`src/verilog/ising_pkg.sv`:
```
// ising package: sizes, spin and energy types, weight word, request structs, FSM states
package ising_pkg;

    localparam int NUM_SPIN      = 16;
    localparam int BITJ          = 4;
    localparam int BITH          = 4;
    localparam int SCALING_BIT   = 4;
    localparam int PARALLELISM   = 2;
    localparam int ENERGY_BIT    = 32;
    localparam int J_ROWS        = NUM_SPIN / PARALLELISM;
    localparam int J_ADDR_BIT    = $clog2(J_ROWS);
    // one extra bit so the last-plus-one address fits
    localparam int FLIP_ADDR_BIT = 5;

    typedef logic [NUM_SPIN-1:0]                  spin_t;
    typedef logic signed [ENERGY_BIT-1:0]         energy_t;
    // row r at r*NUM_SPIN*BITJ, entry j at j*BITJ inside the row
    typedef logic [PARALLELISM*NUM_SPIN*BITJ-1:0] weight_word_t;
    typedef logic [NUM_SPIN*BITH-1:0]             hbias_t;

    typedef struct packed {
        spin_t   spin;
        energy_t energy;
    } spin_energy_t;

    typedef struct packed {
        logic                  ren;
        logic [J_ADDR_BIT-1:0] raddr;
    } weight_req_t;

    typedef struct packed {
        logic                     ren;
        logic [FLIP_ADDR_BIT-1:0] raddr;
    } flip_req_t;

    typedef enum logic [1:0] {
        EM_IDLE,
        EM_ACC,
        EM_DONE
    } em_state_e;

    typedef enum logic [1:0] {
        FM_IDLE,
        FM_SEND,
        FM_WAIT,
        FM_FETCH
    } fm_state_e;

endpackage

```
`src/verilog/weight_prefetch_fifo.sv`:
```
// weight_prefetch_fifo: cyclic J memory reader feeding a 2-entry valid/ready FIFO
`timescale 1ns/1ps

module weight_prefetch_fifo
    import ising_pkg::*;
(
    input  logic         clk_i,
    input  logic         rst_n_i,
    input  logic         flush_i,
    output weight_req_t  weight_req_o,
    input  weight_word_t weight_rdata_i,
    output logic         weight_valid_o,
    output weight_word_t weight_data_o,
    input  logic         weight_ready_i
);

    weight_word_t          fifo_mem [2];
    logic                  wr_ptr_q;
    logic                  rd_ptr_q;
    logic [1:0]            count_q;
    logic [1:0]            count_d;
    logic                  pending_q;
    logic [J_ADDR_BIT-1:0] addr_q;
    weight_req_t           req_q;
    logic                  push;
    logic                  pop;
    logic                  issue;

    // read data lands one cycle after ren
    assign push    = pending_q;
    assign pop     = weight_valid_o & weight_ready_i;
    assign count_d = count_q + {1'b0, push} - {1'b0, pop};

    // entries plus reads still in flight must stay within depth
    assign issue = ({1'b0, count_d} + {2'b00, req_q.ren}) < 3'd2;

    assign weight_req_o   = req_q;
    assign weight_valid_o = (count_q != 2'd0);
    assign weight_data_o  = fifo_mem[rd_ptr_q];

    always_ff @(posedge clk_i) begin
        if (!rst_n_i || flush_i) begin
            req_q     <= '0;
            pending_q <= 1'b0;
            addr_q    <= '0;
            count_q   <= 2'd0;
            wr_ptr_q  <= 1'b0;
            rd_ptr_q  <= 1'b0;
        end else begin
            req_q.ren   <= issue;
            req_q.raddr <= addr_q;
            pending_q   <= req_q.ren;
            count_q     <= count_d;
            if (issue) begin
                // wrap after the last row pair
                addr_q <= (addr_q == J_ADDR_BIT'(J_ROWS - 1)) ? '0 : addr_q + 1'b1;
            end
            if (push) begin
                wr_ptr_q <= ~wr_ptr_q;
            end
            if (pop) begin
                rd_ptr_q <= ~rd_ptr_q;
            end
        end
    end

    always_ff @(posedge clk_i) begin
        if (push) begin
            fifo_mem[wr_ptr_q] <= weight_rdata_i;
        end
    end

endmodule
```
`config.mk`:
```
export PLATFORM = sky130hd
export DESIGN_NAME = weight_prefetch_fifo
export DESIGN_NICKNAME = d
export VERILOG_FILES = /design/src/verilog/ising_pkg.sv /design/src/verilog/weight_prefetch_fifo.sv
export SDC_FILE = /design/constraint.sdc
export NUM_CORES = 1
export LEC_CHECK = 0
export ABC_AREA = 1
export BUFFER_PORTS_ARGS = -buffer_cell sky130_fd_sc_hd__buf_4
export CAP_MARGIN = 20
export CORE_MARGIN = 10
export CORE_UTILIZATION = 56
export DETAILED_ROUTE_END_ITERATION = 7
export PLACE_DENSITY_LB_ADDON = 0.1
export SYNTH_ARGS = -nofsm -noshare
export SYNTH_HDL_FRONTEND = slang
export SYNTH_SLANG_ARGS = --single-unit
```
`constraint.sdc`:
```
create_clock -name clk_i -period 12.84 [get_ports clk_i]
set_input_delay 1.284 -clock clk_i [delete_from_list [all_inputs] [get_ports clk_i]]
set_output_delay 1.284 -clock clk_i [all_outputs]
set_load 0.02 [all_outputs]
```
## After elaboration in Yosys (flattened, before gate mapping)

Memory sizes are Yosys's and may differ from the RTL's. A register that Yosys moved wholly into a read port is not among the register bits.
Index checks and enable logic that the tools add are counted.

| operators by class | value |
|---|---|
| add/sub/neg operators | 4 |
| $lt $le $gt $ge | 1 |
| eq/ne operators | 1 |
| mux-type cells | 5 |
| bitwise logic cells | 3 |
| reduce and logical (&&, ||, !) cells | 3 |

Operator list:

| operator | count |
|---|---|
| 1-bit 2-to-1 mux | 4 |
| 2-bit by 1-bit adder with 3-bit output | 1 |
| 3-bit by 1-bit adder with 3-bit output, second input constant | 1 |
| 3-bit == test, second input constant | 1 |
| 3-bit by 2-bit less-than comparator with 1-bit output, second input constant | 1 |
| 3-bit 2-to-1 mux | 1 |
| 2-bit by 1-bit adder with 2-bit output | 1 |
| 1-bit inverter | 2 |
| 2-bit nonzero test | 1 |
| 2-bit by 1-bit subtractor with 2-bit output | 1 |
| 1-bit AND | 1 |
| 1-bit zero test | 1 |
| 1-bit logical OR | 1 |

| word-level totals | value |
|---|---|
| flip-flop bits (word level) | 12 |
| memory bits (writable) | 256 |
| input bits | 132 |
| output and inout port bits | 133 |
| memories | 1 |

Memories:

| name | depth | width | read ports | clocked after memory_dff | wr ports | RTL line | source |
|---|---|---|---|---|---|---|---|
| fifo_mem | 2 | 128 | 1 | 1 | 1 | weight_prefetch_fifo.sv:17 | `weight_word_t fifo_mem [2];` |

## Logic depth before layout (Yosys ltp)

| depth | value |
|---|---|
| depth in word-level cells | 5 |
| depth in mapped cells | 9 |

## Least setup slack after synthesis

No wires, ideal clock.

| timing | value |
|---|---|
| path type | flip-flop to flip-flop |
| start point | register pending_q |
| end point | memory fifo_mem[0][0] in the netlist's numbering (enable) |
| library setup time | 619 ps |
| arrival | 5741 ps |
| required time | 12221 ps |
| path slack | 6480 ps |
| stages on the path, launching flop included | 3 |
| buffers on the path | 0 |
| cells stage by stage | dfxtp_1 > inv_1 > nor2_1 |

| between the ends | value |
|---|---|
| cells in the longest elaborated chain, start to end | 2 |

Ends and longest elaborated chain:

| what | RTL line | source |
|---|---|---|
| from (decl) | weight_prefetch_fifo.sv:22 | `logic pending_q;` |
| from (signal assigned) | weight_prefetch_fifo.sv:52 | `pending_q <= req_q.ren;` |
| 1-bit 2-to-1 mux | weight_prefetch_fifo.sv:68 | `if (push) begin` |
| 1-bit 2-to-1 mux (not written as such) | weight_prefetch_fifo.sv:69 | `fifo_mem[wr_ptr_q] <= weight_rdata_i;` |
| to (decl) | weight_prefetch_fifo.sv:17 |  |

No other way between the ends.

==> results.json <==
{
  "cts_buffer_depth": 3,
  "worst_slew_pin_slew_ps": 1060,
  "viasPerCell": 5.12,
  "async_flop_share": 0,
  "p_leak_nw": 4.75,
  "place_hpwl_mm": 14.5,
  "wire_per_inst_um": 21.2,
  "top_layer_used": "met5",
  "place_inst": 939,
  "power_mw": 1.78,
  "wl_met1_mm": 7.61,
  "antenna_violating_nets_post_route": 0,
  "hold_depth": 2,
  "wirelength_mm": 21.0,
  "holdWs_ps": 459,
  "grt_pass1_vias": 5658,
  "cts.sinks": 269,
  "ctsHoldBuffers": 0,
  "first_pass_iters": 4,
  "met2_length_mm": 10.8,
  "die-width_um": 152,
  "crit_path_end_kind": "output port",
  "fin_area_um2": 12800,
  "antenna_found_initial": 1,
  "grt_pass1_wl_mm": 31.6,
  "slew_headroom": 0.294,
  "post-route-min-period_ps": 4180,
  "reg2regPathDepth": 4,
  "antenna_cells": 0,
  "cts_setup_buffers": 0,
  "min_path_type": "register to register",
  "wl_met3_mm": 2.03,
  "drtIter0Drc": 286,
  "core-area_um2": 17200,
  "drive_gt1_frac": 0.576,
  "instances_no_fill": 989,
  "fin_nets": 880,
  "status": "finished clean",
  "syn_to_final_growth_pct": 30.4,
  "utilization": 0.742,
  "rsz0062_at_grt": "false",
  "setup_violations": 0,
  "dpl-instance-area_um2": 11900,
  "dieArea_um2": 23200,
  "globalplace.congestion": 0.805,
  "synth_ff_type": "edfxtp_1",
  "postSynthAreaPerCell_um2": 21.3,
  "path_class": "register to output port",
  "port_buffers": 264,
  "fin_tns_setup_ps": 0,
  "boundaryPins": 265,
  "synth_edf_count": 256,
  "slew_viol_final": 0,
  "path_clk_slew_ps": 60,
  "htreeDepth": 1,
  "vias": 5063,
  "initial_core_util": 0.569,
  "p_per_area_nw_per_um2": 139,
  "final.setup_skew_ps": 9.51,
  "max_cap_violations": 0,
  "critPathLaunchType": "register",
  "cts_made_buffers": 27,
  "grt-ovfl-total": 0,
  "std_cell_rows": 48,
  "cts_resized": 0,
  "max_freq_mhz": 239,
  "grt_use_total": 0.172,
  "crit_fanout": 79,
  "r2r-start": "wr_ptr_q$_SDFFE_PP0P_",
  "r2r-end": "fifo_mem[1][28]$_DFFE_PP_",
  "syn_nets": 596,
  "critPathArrivalTime_ps": 2890,
  "yosysUniqueCellTypes": 16,
  "hp-start": "weight_req_o[3]$_SDFF_PP0_",
  "cts-root-buf": "clkbuf_16",
  "hold_viol_final": 0,
  "synth_cells": 460,
  "yosysSeqAreaShare": 0.810,
  "hold_end": "pending_q$_SDFF_PP0_",
  "min_period_over_period": 0.325,
  "vdd_ir_drop_max_uv": 146,
  "die_h_um": 152,
  "clk_latency_ps": 520,
  "synth-seq-cells": 269,
  "drc": 0,
  "finalWorstSetupSlack_ps": 8660,
  "r2r_setup_slack_ps": 10720,
  "cts_tree": "yes",
  "grt_max_degree": 85,
  "synth_area_um2": 9810,
  "dpl_worst_slack_ps": 9200,
  "yosysWarningCount": 0,
  "cp.required_ps": 11560
}
sequential cells by signal, summed over array words and instances, names as in the netlist, named ones only:
register      count
wr_ptr_q          1
rd_ptr_q          1
fifo_mem        256
weight_req_o      4
addr_q            3
pending_q         1
count_q           2
worst max-delay path: stages, from the launching register on:
cell and delay (ps):
dfxtp_4 790, buf_4 870, mux2_2 440, buf_4 160
worst max path at each step:
stage                     depth (start not counted)                        to  slack, ps            startpoint
after floorplan                                   2  fifo_mem[0][0]$_DFFE_PP_       6480  pending_q$_SDFF_PP0_
after global placement                            3         weight_data_o[15]       9220              register
after detailed placement                          3         weight_data_o[40]       9200              register
after CTS                                         3         weight_data_o[40]       8640              register
after global routing                              3         weight_data_o[23]       8500              register
final                                             3         weight_data_o[15]       8660              register
cell usage in the layout, fill, tap and decap left out, types with 2 or more instances in the layout:
master,count
dfxtp_1,12
clkbuf_8,2
nand3_1,2
mux2_2,128
nor2_1,8
inv_1,13
clkinv_1,2
buf_4,268
edfxtp_1,256
a21oi_1,6
ha_1,4
clkbuf_1,8
nand2_1,9
clkinv_2,7
clkbuf_16,27
power breakdown:
part	total (mW)	internal [mW]	switching, mW	leakage, nW
Sequential	0.974	0.971	0.00315	2.42
Clock	0.723	0.420	0.303	0.407
Combinational	0.0821	0.0443	0.0379	1.92
Total	1.78	1.44	0.344	4.75
final cells by class:
class | count | area (um^2)
flip-flops and latches | 269 | 7950
clock inverters | 12 | 91.3
multi-input cells | 163 | 1640
clock buffers | 37 | 733
repair buffers | 269 | 2040
well taps | 225 | 282
inverters | 14 | 55.1
fillers | 1052 | 4450
cell families (layout without fill, tap and decap cells):
group                    count (synthesis)  in the layout  share of synthesized area
flip-flops                             269            269                      0.810
multiplexers                           128            128                      0.147
buffers and inverters                   28            332                     0.0235
AND/OR/NAND/NOR                         23             23                    0.00970
AO/OA/AOI/OAI                            8              8                    0.00434
adder cells (fa/ha/maj)                  4              4                    0.00510
synthesized netlist by cell type (2+ instances only):
cell | count | share of area
clkbuf_8 | 8 | 0.011
a21oi_1 | 6 | 0.0031
mux2_2 | 128 | 0.15
nand2_1 | 9 | 0.0034
inv_1 | 14 | 0.0054
buf_6 | 6 | 0.0069
dfxtp_1 | 13 | 0.027
nand3_1 | 2 | 0.0010
nor2_1 | 9 | 0.0034
ha_1 | 4 | 0.0051
edfxtp_1 | 256 | 0.78
layer usage:
| layer | vias to the layer above | global-route usage |
|---|---|---|
| met5 | - | 0 |
| met4 | 2 | 0.0536 |
| met3 | 42 | 0.0725 |
| met2 | 190 | 0.299 |
| met1 | 2474 | 0.186 |
| li1 | 2355 | - |
(Power assumes the default switching activity.)
