## src/verilog/ising_pkg.sv

```systemverilog
// ising package: sizes, spin and energy types, weight word, request structs, FSM states
package ising_pkg;

    localparam int NUM_SPIN      = 16;
    localparam int BITJ          = 4;
    localparam int BITH          = 4;
    localparam int SCALING_BIT   = 4;
    localparam int PARALLELISM   = 2;
    localparam int ENERGY_BIT    = 32;
    localparam int J_ROWS        = NUM_SPIN / PARALLELISM;
    localparam int J_ADDR_BIT    = $clog2(J_ROWS);
    // one extra bit so the last-plus-one address fits
    localparam int FLIP_ADDR_BIT = 5;

    typedef logic [NUM_SPIN-1:0]                  spin_t;
    typedef logic signed [ENERGY_BIT-1:0]         energy_t;
    // row r at r*NUM_SPIN*BITJ, entry j at j*BITJ inside the row
    typedef logic [PARALLELISM*NUM_SPIN*BITJ-1:0] weight_word_t;
    typedef logic [NUM_SPIN*BITH-1:0]             hbias_t;

    typedef struct packed {
        spin_t   spin;
        energy_t energy;
    } spin_energy_t;

    typedef struct packed {
        logic                  ren;
        logic [J_ADDR_BIT-1:0] raddr;
    } weight_req_t;

    typedef struct packed {
        logic                     ren;
        logic [FLIP_ADDR_BIT-1:0] raddr;
    } flip_req_t;

    typedef enum logic [1:0] {
        EM_IDLE,
        EM_ACC,
        EM_DONE
    } em_state_e;

    typedef enum logic [1:0] {
        FM_IDLE,
        FM_SEND,
        FM_WAIT,
        FM_FETCH
    } fm_state_e;

endpackage

```

## src/verilog/flip_manager.sv

```systemverilog
// flip_manager: run control, flip icon fetch, candidates, energy selection and best register
`timescale 1ns/1ps

module flip_manager
    import ising_pkg::*;
(
    input  logic                     clk_i,
    input  logic                     rst_n_i,
    input  logic                     flush_i,
    input  logic                     cmpt_en_i,
    input  logic                     en_comparison_i,
    input  logic                     config_valid_i,
    input  spin_t                    config_spin_i,
    input  logic [FLIP_ADDR_BIT-1:0] icon_last_raddr_plus_one_i,
    output flip_req_t                flip_req_o,
    input  spin_t                    flip_rdata_i,
    output logic                     cand_valid_o,
    output spin_t                    cand_spin_o,
    input  logic                     cand_ready_i,
    input  logic                     result_valid_i,
    input  spin_energy_t             result_i,
    output logic                     result_ready_o,
    output logic                     cmpt_idle_o,
    output logic                     eval_valid_o,
    output spin_energy_t             eval_o,
    output spin_energy_t             best_o
);

    fm_state_e                state_q;
    logic                     cmpt_en_q;
    logic                     start;
    logic                     first_q;
    logic [FLIP_ADDR_BIT-1:0] icon_cnt_q;
    logic [FLIP_ADDR_BIT-1:0] last_q;
    spin_t                    cand_q;
    spin_energy_t             best_q;
    spin_energy_t             eval_q;
    logic                     eval_valid_q;
    logic                     result_fire;
    logic                     run_done;
    logic                     lower;

    assign start       = cmpt_en_i & ~cmpt_en_q;
    assign result_fire = result_valid_i & result_ready_o;
    assign run_done    = (icon_cnt_q == last_q);
    assign lower       = (result_i.energy < best_q.energy);

    assign cmpt_idle_o    = (state_q == FM_IDLE);
    assign cand_valid_o   = (state_q == FM_SEND);
    assign cand_spin_o    = cand_q;
    assign result_ready_o = (state_q == FM_WAIT);
    assign eval_valid_o   = eval_valid_q;
    assign eval_o         = eval_q;
    assign best_o         = best_q;

    // icon k is requested as soon as result k lands, data returns in FM_FETCH
    assign flip_req_o.ren   = result_fire & ~run_done & ~flush_i;
    assign flip_req_o.raddr = icon_cnt_q;

    always_ff @(posedge clk_i) begin
        if (!rst_n_i) begin
            state_q      <= FM_IDLE;
            cmpt_en_q    <= 1'b0;
            first_q      <= 1'b0;
            icon_cnt_q   <= '0;
            last_q       <= '0;
            eval_valid_q <= 1'b0;
            best_q       <= '0;
        end else begin
            cmpt_en_q    <= cmpt_en_i;
            eval_valid_q <= result_fire & ~flush_i;
            if (flush_i) begin
                // best result survives a flush
                state_q <= FM_IDLE;
            end else begin
                case (state_q)
                    FM_IDLE: begin
                        if (start) begin
                            state_q    <= FM_SEND;
                            first_q    <= 1'b1;
                            icon_cnt_q <= '0;
                            last_q     <= icon_last_raddr_plus_one_i;
                        end else if (config_valid_i) begin
                            best_q.spin <= config_spin_i;
                        end
                    end
                    FM_SEND: begin
                        if (cand_ready_i) begin
                            state_q <= FM_WAIT;
                        end
                    end
                    FM_WAIT: begin
                        if (result_valid_i) begin
                            first_q <= 1'b0;
                            // candidate 0 always wins, then strictly lower only
                            if (first_q || !en_comparison_i || lower) begin
                                best_q <= result_i;
                            end
                            state_q <= run_done ? FM_IDLE : FM_FETCH;
                        end
                    end
                    FM_FETCH: begin
                        icon_cnt_q <= icon_cnt_q + 1'b1;
                        state_q    <= FM_SEND;
                    end
                    default: state_q <= FM_IDLE;
                endcase
            end
        end
    end

    always_ff @(posedge clk_i) begin
        if (state_q == FM_IDLE && start) begin
            cand_q <= best_q.spin;
        end else if (state_q == FM_FETCH) begin
            cand_q <= best_q.spin ^ flip_rdata_i;
        end
        if (result_fire) begin
            eval_q <= result_i;
        end
    end

endmodule

```

## config.mk

```make
export PLATFORM = sky130hd
export DESIGN_NAME = flip_manager
export DESIGN_NICKNAME = d
export VERILOG_FILES = /design/src/verilog/ising_pkg.sv /design/src/verilog/flip_manager.sv
export SDC_FILE = /design/constraint.sdc
export NUM_CORES = 1
export LEC_CHECK = 0
export BUFFER_PORTS_ARGS = -buffer_cell sky130_fd_sc_hd__buf_2
export CORE_UTILIZATION = 30
export DETAILED_ROUTE_END_ITERATION = 16
export SLEW_MARGIN = 30
export SYNTH_ARGS = -nofsm -noshare
export SYNTH_HDL_FRONTEND = slang
export SYNTH_SLANG_ARGS = --single-unit
```

## constraint.sdc

```tcl
create_clock -name clk_i -period 3.64 [get_ports clk_i]
set_clock_uncertainty 0.15 [all_clocks]
set_input_delay 0.364 -clock clk_i [delete_from_list [all_inputs] [get_ports clk_i]]
set_output_delay 0.364 -clock clk_i [all_outputs]
set_load 0.01 [all_outputs]
```

**Word level (Yosys, flattened, before mapping)**

Index checks and enable logic that the tools add are counted.

- Input bits: 93
- Register bits: 127
- Output and inout bits: 122
- Word-level logic and storage cells: 65

- Reductions and logical operators: 15
- Magnitude comparators: 1
- Bitwise operators: 10
- Mux-type cells: 17
- Add/sub/neg operators: 1
- Equal/unequal tests: 10

Operators with widths:

| operator | count |
|---|---|
| two-way mux 48 bit | 2 |
| two-way mux 16 bit | 4 |
| < comparator 32 bit | 1 |
| one-hot mux 16 bit (2 select lines) | 1 |
| bitwise XOR 16 bit | 1 |
| one-hot mux 5 bit (2 select lines) | 1 |
| AND reduction 3 bit | 3 |
| two-way mux 2 bit | 4 |
| one-hot mux 2 bit (4 select lines) | 1 |
| AND reduction 4 bit | 2 |
| != test 2 x 1 -> 1 bit, second input constant | 3 |
| != test 2 bit, second input constant | 3 |
| AND reduction 6 bit | 1 |
| nonzero test 2 bit | 3 |
| adder 5 x 1 -> 5 bit, second input constant | 1 |
| AND 1 bit | 5 |
| == test 5 bit | 1 |
| two-way mux 5 bit | 1 |
| == test 2 bit, second input constant | 2 |
| inverter 1 bit | 4 |
| == test 2 x 1 -> 1 bit, second input constant | 1 |
| logical NOT 2 bit | 1 |
| logical OR 1 bit | 2 |
| two-way mux 1 bit | 2 |
| 4 further kinds | 4 |

**Longest topological paths before layout**

- Depth after elaboration: 6
- Gate-level depth with buffers: 11
- Mapped depth without buffers: 9

**Worst setup path before layout**

OpenSTA, ideal clock, no wires.

- Path type: flip-flop to flip-flop
- Start point: register state_q[0]
- End point: register best_q (netlist bit best_o[34])
- Period minus slack after synthesis: 2822 ps
- Stages on the path, launching flop included: 9
- Buffers on the path: 1
- Data required time: 3367 ps
- Data arrival time: 2549 ps
- Library setup time: 123 ps
- Slack: 818 ps
- Cell sequence: dfxtp_1 inv_1 ha_1 nand2_1 inv_1 nand3b_1 buf_2 nor3_1 a211oi_1

- Longest elaborated chain between the ends: 3
- Elaborated cells on any way between the ends: 9
- Classes of those cells: eq/ne (5); mux (1); reduce/logical (3)

Ends and longest elaborated chain:

| what | line | RTL |
|---|---|---|
| start: declaration | flip_manager.sv:29 | `fm_state_e state_q;` |
| start signal: assignment | flip_manager.sv:99 | `state_q <= run_done ? FM_IDLE : FM_FETCH;` |
| == test 2 bit (*) | -- |  |
| via result_ready_o | flip_manager.sv:22 | `output logic result_ready_o,` |
| != test 2 x 1 -> 1 bit (no line), or another cell as far along | -- |  |
| AND reduction 6 bit (no line) | -- |  |
| end signal: assignment | flip_manager.sv:97 | `best_q <= result_i;` |
| end: declaration | flip_manager.sv:36 | `spin_energy_t best_q;` |

The timed path passes the listed nets; every way through them passes the cells marked *.
A chain may end at the register's enable or synchronous reset.

**Worst setup path in the final report**

- Start point: input port result_i[19] (netlist bit)
- End point: register best_q (netlist bit best_o[36])

- Longest elaborated chain between the ends: 4

Ends and longest elaborated chain:

| what | line | RTL |
|---|---|---|
| start: declaration | flip_manager.sv:21 | `input spin_energy_t result_i,` |
| < comparator 32 bit | flip_manager.sv:46 | `assign lower = (result_i.energy < best_q.energy);` |
| logical OR 1 bit | flip_manager.sv:96 | `if (first_q \|\| !en_comparison_i \|\| lower) begin` |
| != test 2 x 1 -> 1 bit (no line) | -- |  |
| AND reduction 6 bit (no line) | -- |  |

No other way between the ends.

==> reports/metrics.yaml <==
critical_path:
  cp-start-kind: "input pin"
  required_ns: 3.78
  crit_buf_inv: 2
  cpPeakStageDelay_ns: 0.59
  crit_type: "in2reg"
  worstPathMaxFanout: 16
  crit_family: "compound AO/OA/AOI/OAI gates"
  path_cells: "dlygate4sd3_1, buf_2, ha_1, a21oi_1, o21ai_0, a221o_1, o2111a_1, nand3b_1, nor3_1, a211oi_1"
  reg2reg_depth: 9
  critical_path_arrival_ns: 3.35
  cp-end-kind: "flip-flop"
  critPathSlowestCell: "nand3b_1"
  crit_cells: 10
grt:
  grt_pass1_vias: 4480
  grt_max_degree: 60
  overflow: 0
  antenna_found_initial: 0
  grt_pass1_wl_um: 23100
  grt_usage_pct: 15.2
timing:
  worst_pin_slew_ns: 0.864
  setup_viol: 0
  rsz0062_at_grt: "no"
  fmax_ghz: 0.312
  fin_crit_ns: 3.21
  slew_headroom_pct: 42.4
  finalMaxSlewViolations: 0
  finalCritPeriodShare_pct: 88.2
  hold_viol: 0
  tns_ns: 0
yosys:
  synth_edf_count: 64
  ys_seq_area_share_pct: 55.6
  synth.area.mux_share_pct: 5.94
  synth-seq-cells: 127
  syn_area_sq_um: 5730
  synth_top_family_by_area: "simple AND/OR/NAND/NOR gates"
  syn_nets: 632
  synth_ff_type: "edfxtp_1"
  syn_avg_cell_area_sq_um: 11.4
  syn_inst: 503
  ys_warn_count: 0
  yosys.area_share.simple_pct: 12.1
  synth_cell_types: 43
  synthXorXnorAreaFrac_pct: 3.67
  synthAdderAreaFrac_pct: 7.87
  synth-compound-area-share_pct: 9.55
  synthArstFlopShare_pct: 0
flow_run:
  cap_viol_max_count: 0
min_path:
  min_path_cells: 1
  hold_class: "in2reg"
finish:
  layout_common_cells: "buf_2 (213), edfxtp_1 (64), dfxtp_1 (63)"
  drive_gt1_share_pct: 34.0
  nets: 877
  fin_util_pct: 42.1
  syn2layout_area_growth_pct: 37.4
  diodes: 0
  mostFrequentLayoutCell: "buf_2"
power_and_ir_drop:
  p_int_w: 0.00272
  swShare_pct: 24.2
  pwr_density_cell_nw_per_um2: 455
  combPwrFrac_pct: 8.3
  finalPower_w: 0.00358
  cellLeakagePower_nw: 3.19
  power.switching_w: 0.000865
  power_frac_clock_pct: 48.2
  seq_power_share_pct: 43.6
  ir_drop_mv: 0.299
floorplan:
  rows: 50
  dieArea_sq_um: 19600
  die_h_um: 140
  core_sq_um: 18700
  pin_count: 215
  initial_utilization_pct: 30.6
  die_width_um: 140
drt:
  firstDrtPassIters: 4
  ant_nets: 0
  drt_iter0_drc: 135
  drt-vias-per-instance: 4.53
  vias: 4512
  wl_per_cell_um: 14.5
  drc_errors: 0
  drt_wl_total_um: 14400
placed_design:
  port-buffer-count: 214
  gp_congestion: 0.769
  hpwl_um: 10500
clocking:
  cts_buffer_depth: 2
  numCtsBuffers: 17
  clockRootBuffer: "clkbuf_16"
  postCtsSetupRepairBufs: 0
  clock_latency_ns: 0.41
  cts.sinks: 127
  clk_pin_slew_ns: 0.06
  ctsResizeCount: 0
  cts_tree: "built"
  cts_max_level: 4
status:
  status: "completed"
stage by stage:
step,std cells,setup WS (ns),area [sq um],hold slack (ns)
after global placement,940,0.601,7030,0.330
final,995,0.430,7870,0.0175
after floorplan,503,0.818,5730,0.287
after global routing,995,0.148,7870,0.000525
after CTS,991,0.429,7830,0.000193
after detailed placement,940,0.520,7040,0.330
power by group through the flow:
stage	sequential, W	combinational [W]	clock, W
detailed placement	0.00159	0.000279	0
global placement	0.00159	0.000277	0
global route	0.00156	0.000331	0.00184
CTS	0.00156	0.000297	0.00177
finish	0.00156	0.000296	0.00172
floorplan	0.00160	0.000133	0
cells by family after synthesis:
| group | after synthesis |
|---|---|
| simple gates | 131 |
| flops | 127 |
| compound gates | 80 |
| buf+inv | 71 |
| fa+ha+maj | 36 |
| mux | 34 |
| xor+xnor | 24 |
flip-flops by register name, indices dropped and copies added (netlist names):
name and count:
last_q 5, first_q 1, eval_o 48, state_q 2
eval_valid_o 1, cand_spin_o 16, cmpt_en_q 1, best_o 48
icon_cnt_q 5
worst register-to-register path, cell delays in order (launching register included):
cell      delay [ns]
dfxtp_1         0.35
inv_1           0.05
ha_1            0.35
nand4_1         0.14
nor4_1          0.41
a221o_1         0.27
o2111a_1        0.27
nand3b_1        0.57
nor3_1          0.11
a211oi_1        0.25
metal layers:
layer | up-vias | track usage (%) | share of wire [%]
li1 | 2255 | - | -
met1 | 2073 | 18.4 | 45
met2 | 166 | 25.4 | 47
met4 | 0 | 4.97 | 1.7
met5 | - | 0 | 0
met3 | 18 | 5.09 | 6.3
timing repair:
action	4_1_cts	5_1_grt
hold endpoints to repair	19	4
hold buffers	19	4
setup endpoints to repair	0	0
layout make-up:
cell class,count,area [sq um]
clock buffer,17,425
clock inverter,15,175
fill,1849,10800
inverter,54,203
multi-input combinational,305,2240
sequential,127,3180
tap,234,293
timing repair buffer,243,1350
cells in the mapped netlist, types with 2 or more instances:
cell type	n	share of area [%]
nand3b_1	2	0.26
a211oi_1	17	2.2
dfxtp_1	63	22
nor3_1	20	1.7
buf_2	4	0.35
mux2i_1	34	5.9
nor2b_1	32	3.5
edfxtp_1	64	34
nand3_1	5	0.44
clkbuf_1	9	0.59
nand2_1	35	2.3
nand4_1	7	0.76
ha_1	36	7.9
a21o_1	2	0.26
nand2b_1	11	1.2
a21oi_1	12	1.0
a21boi_0	6	0.79
o21ai_0	28	2.4
a31oi_1	3	0.33
xnor2_1	18	2.8
and2_1	4	0.44
inv_1	54	3.5
xor2_1	6	0.92
nor2_1	10	0.66
buf_8	3	0.79
worst paths after layout:
kind / slack [ns] / to / start
max: 0.43 / best_o[36] / result_i[19]
min: 0.02 / eval_o[22] / result_i[22]
max reg2reg: 0.64 / best_o[36] / best_o[31]
min reg2reg: 0.33 / best_o[40] / best_o[40]
(Power assumes the default switching activity.)
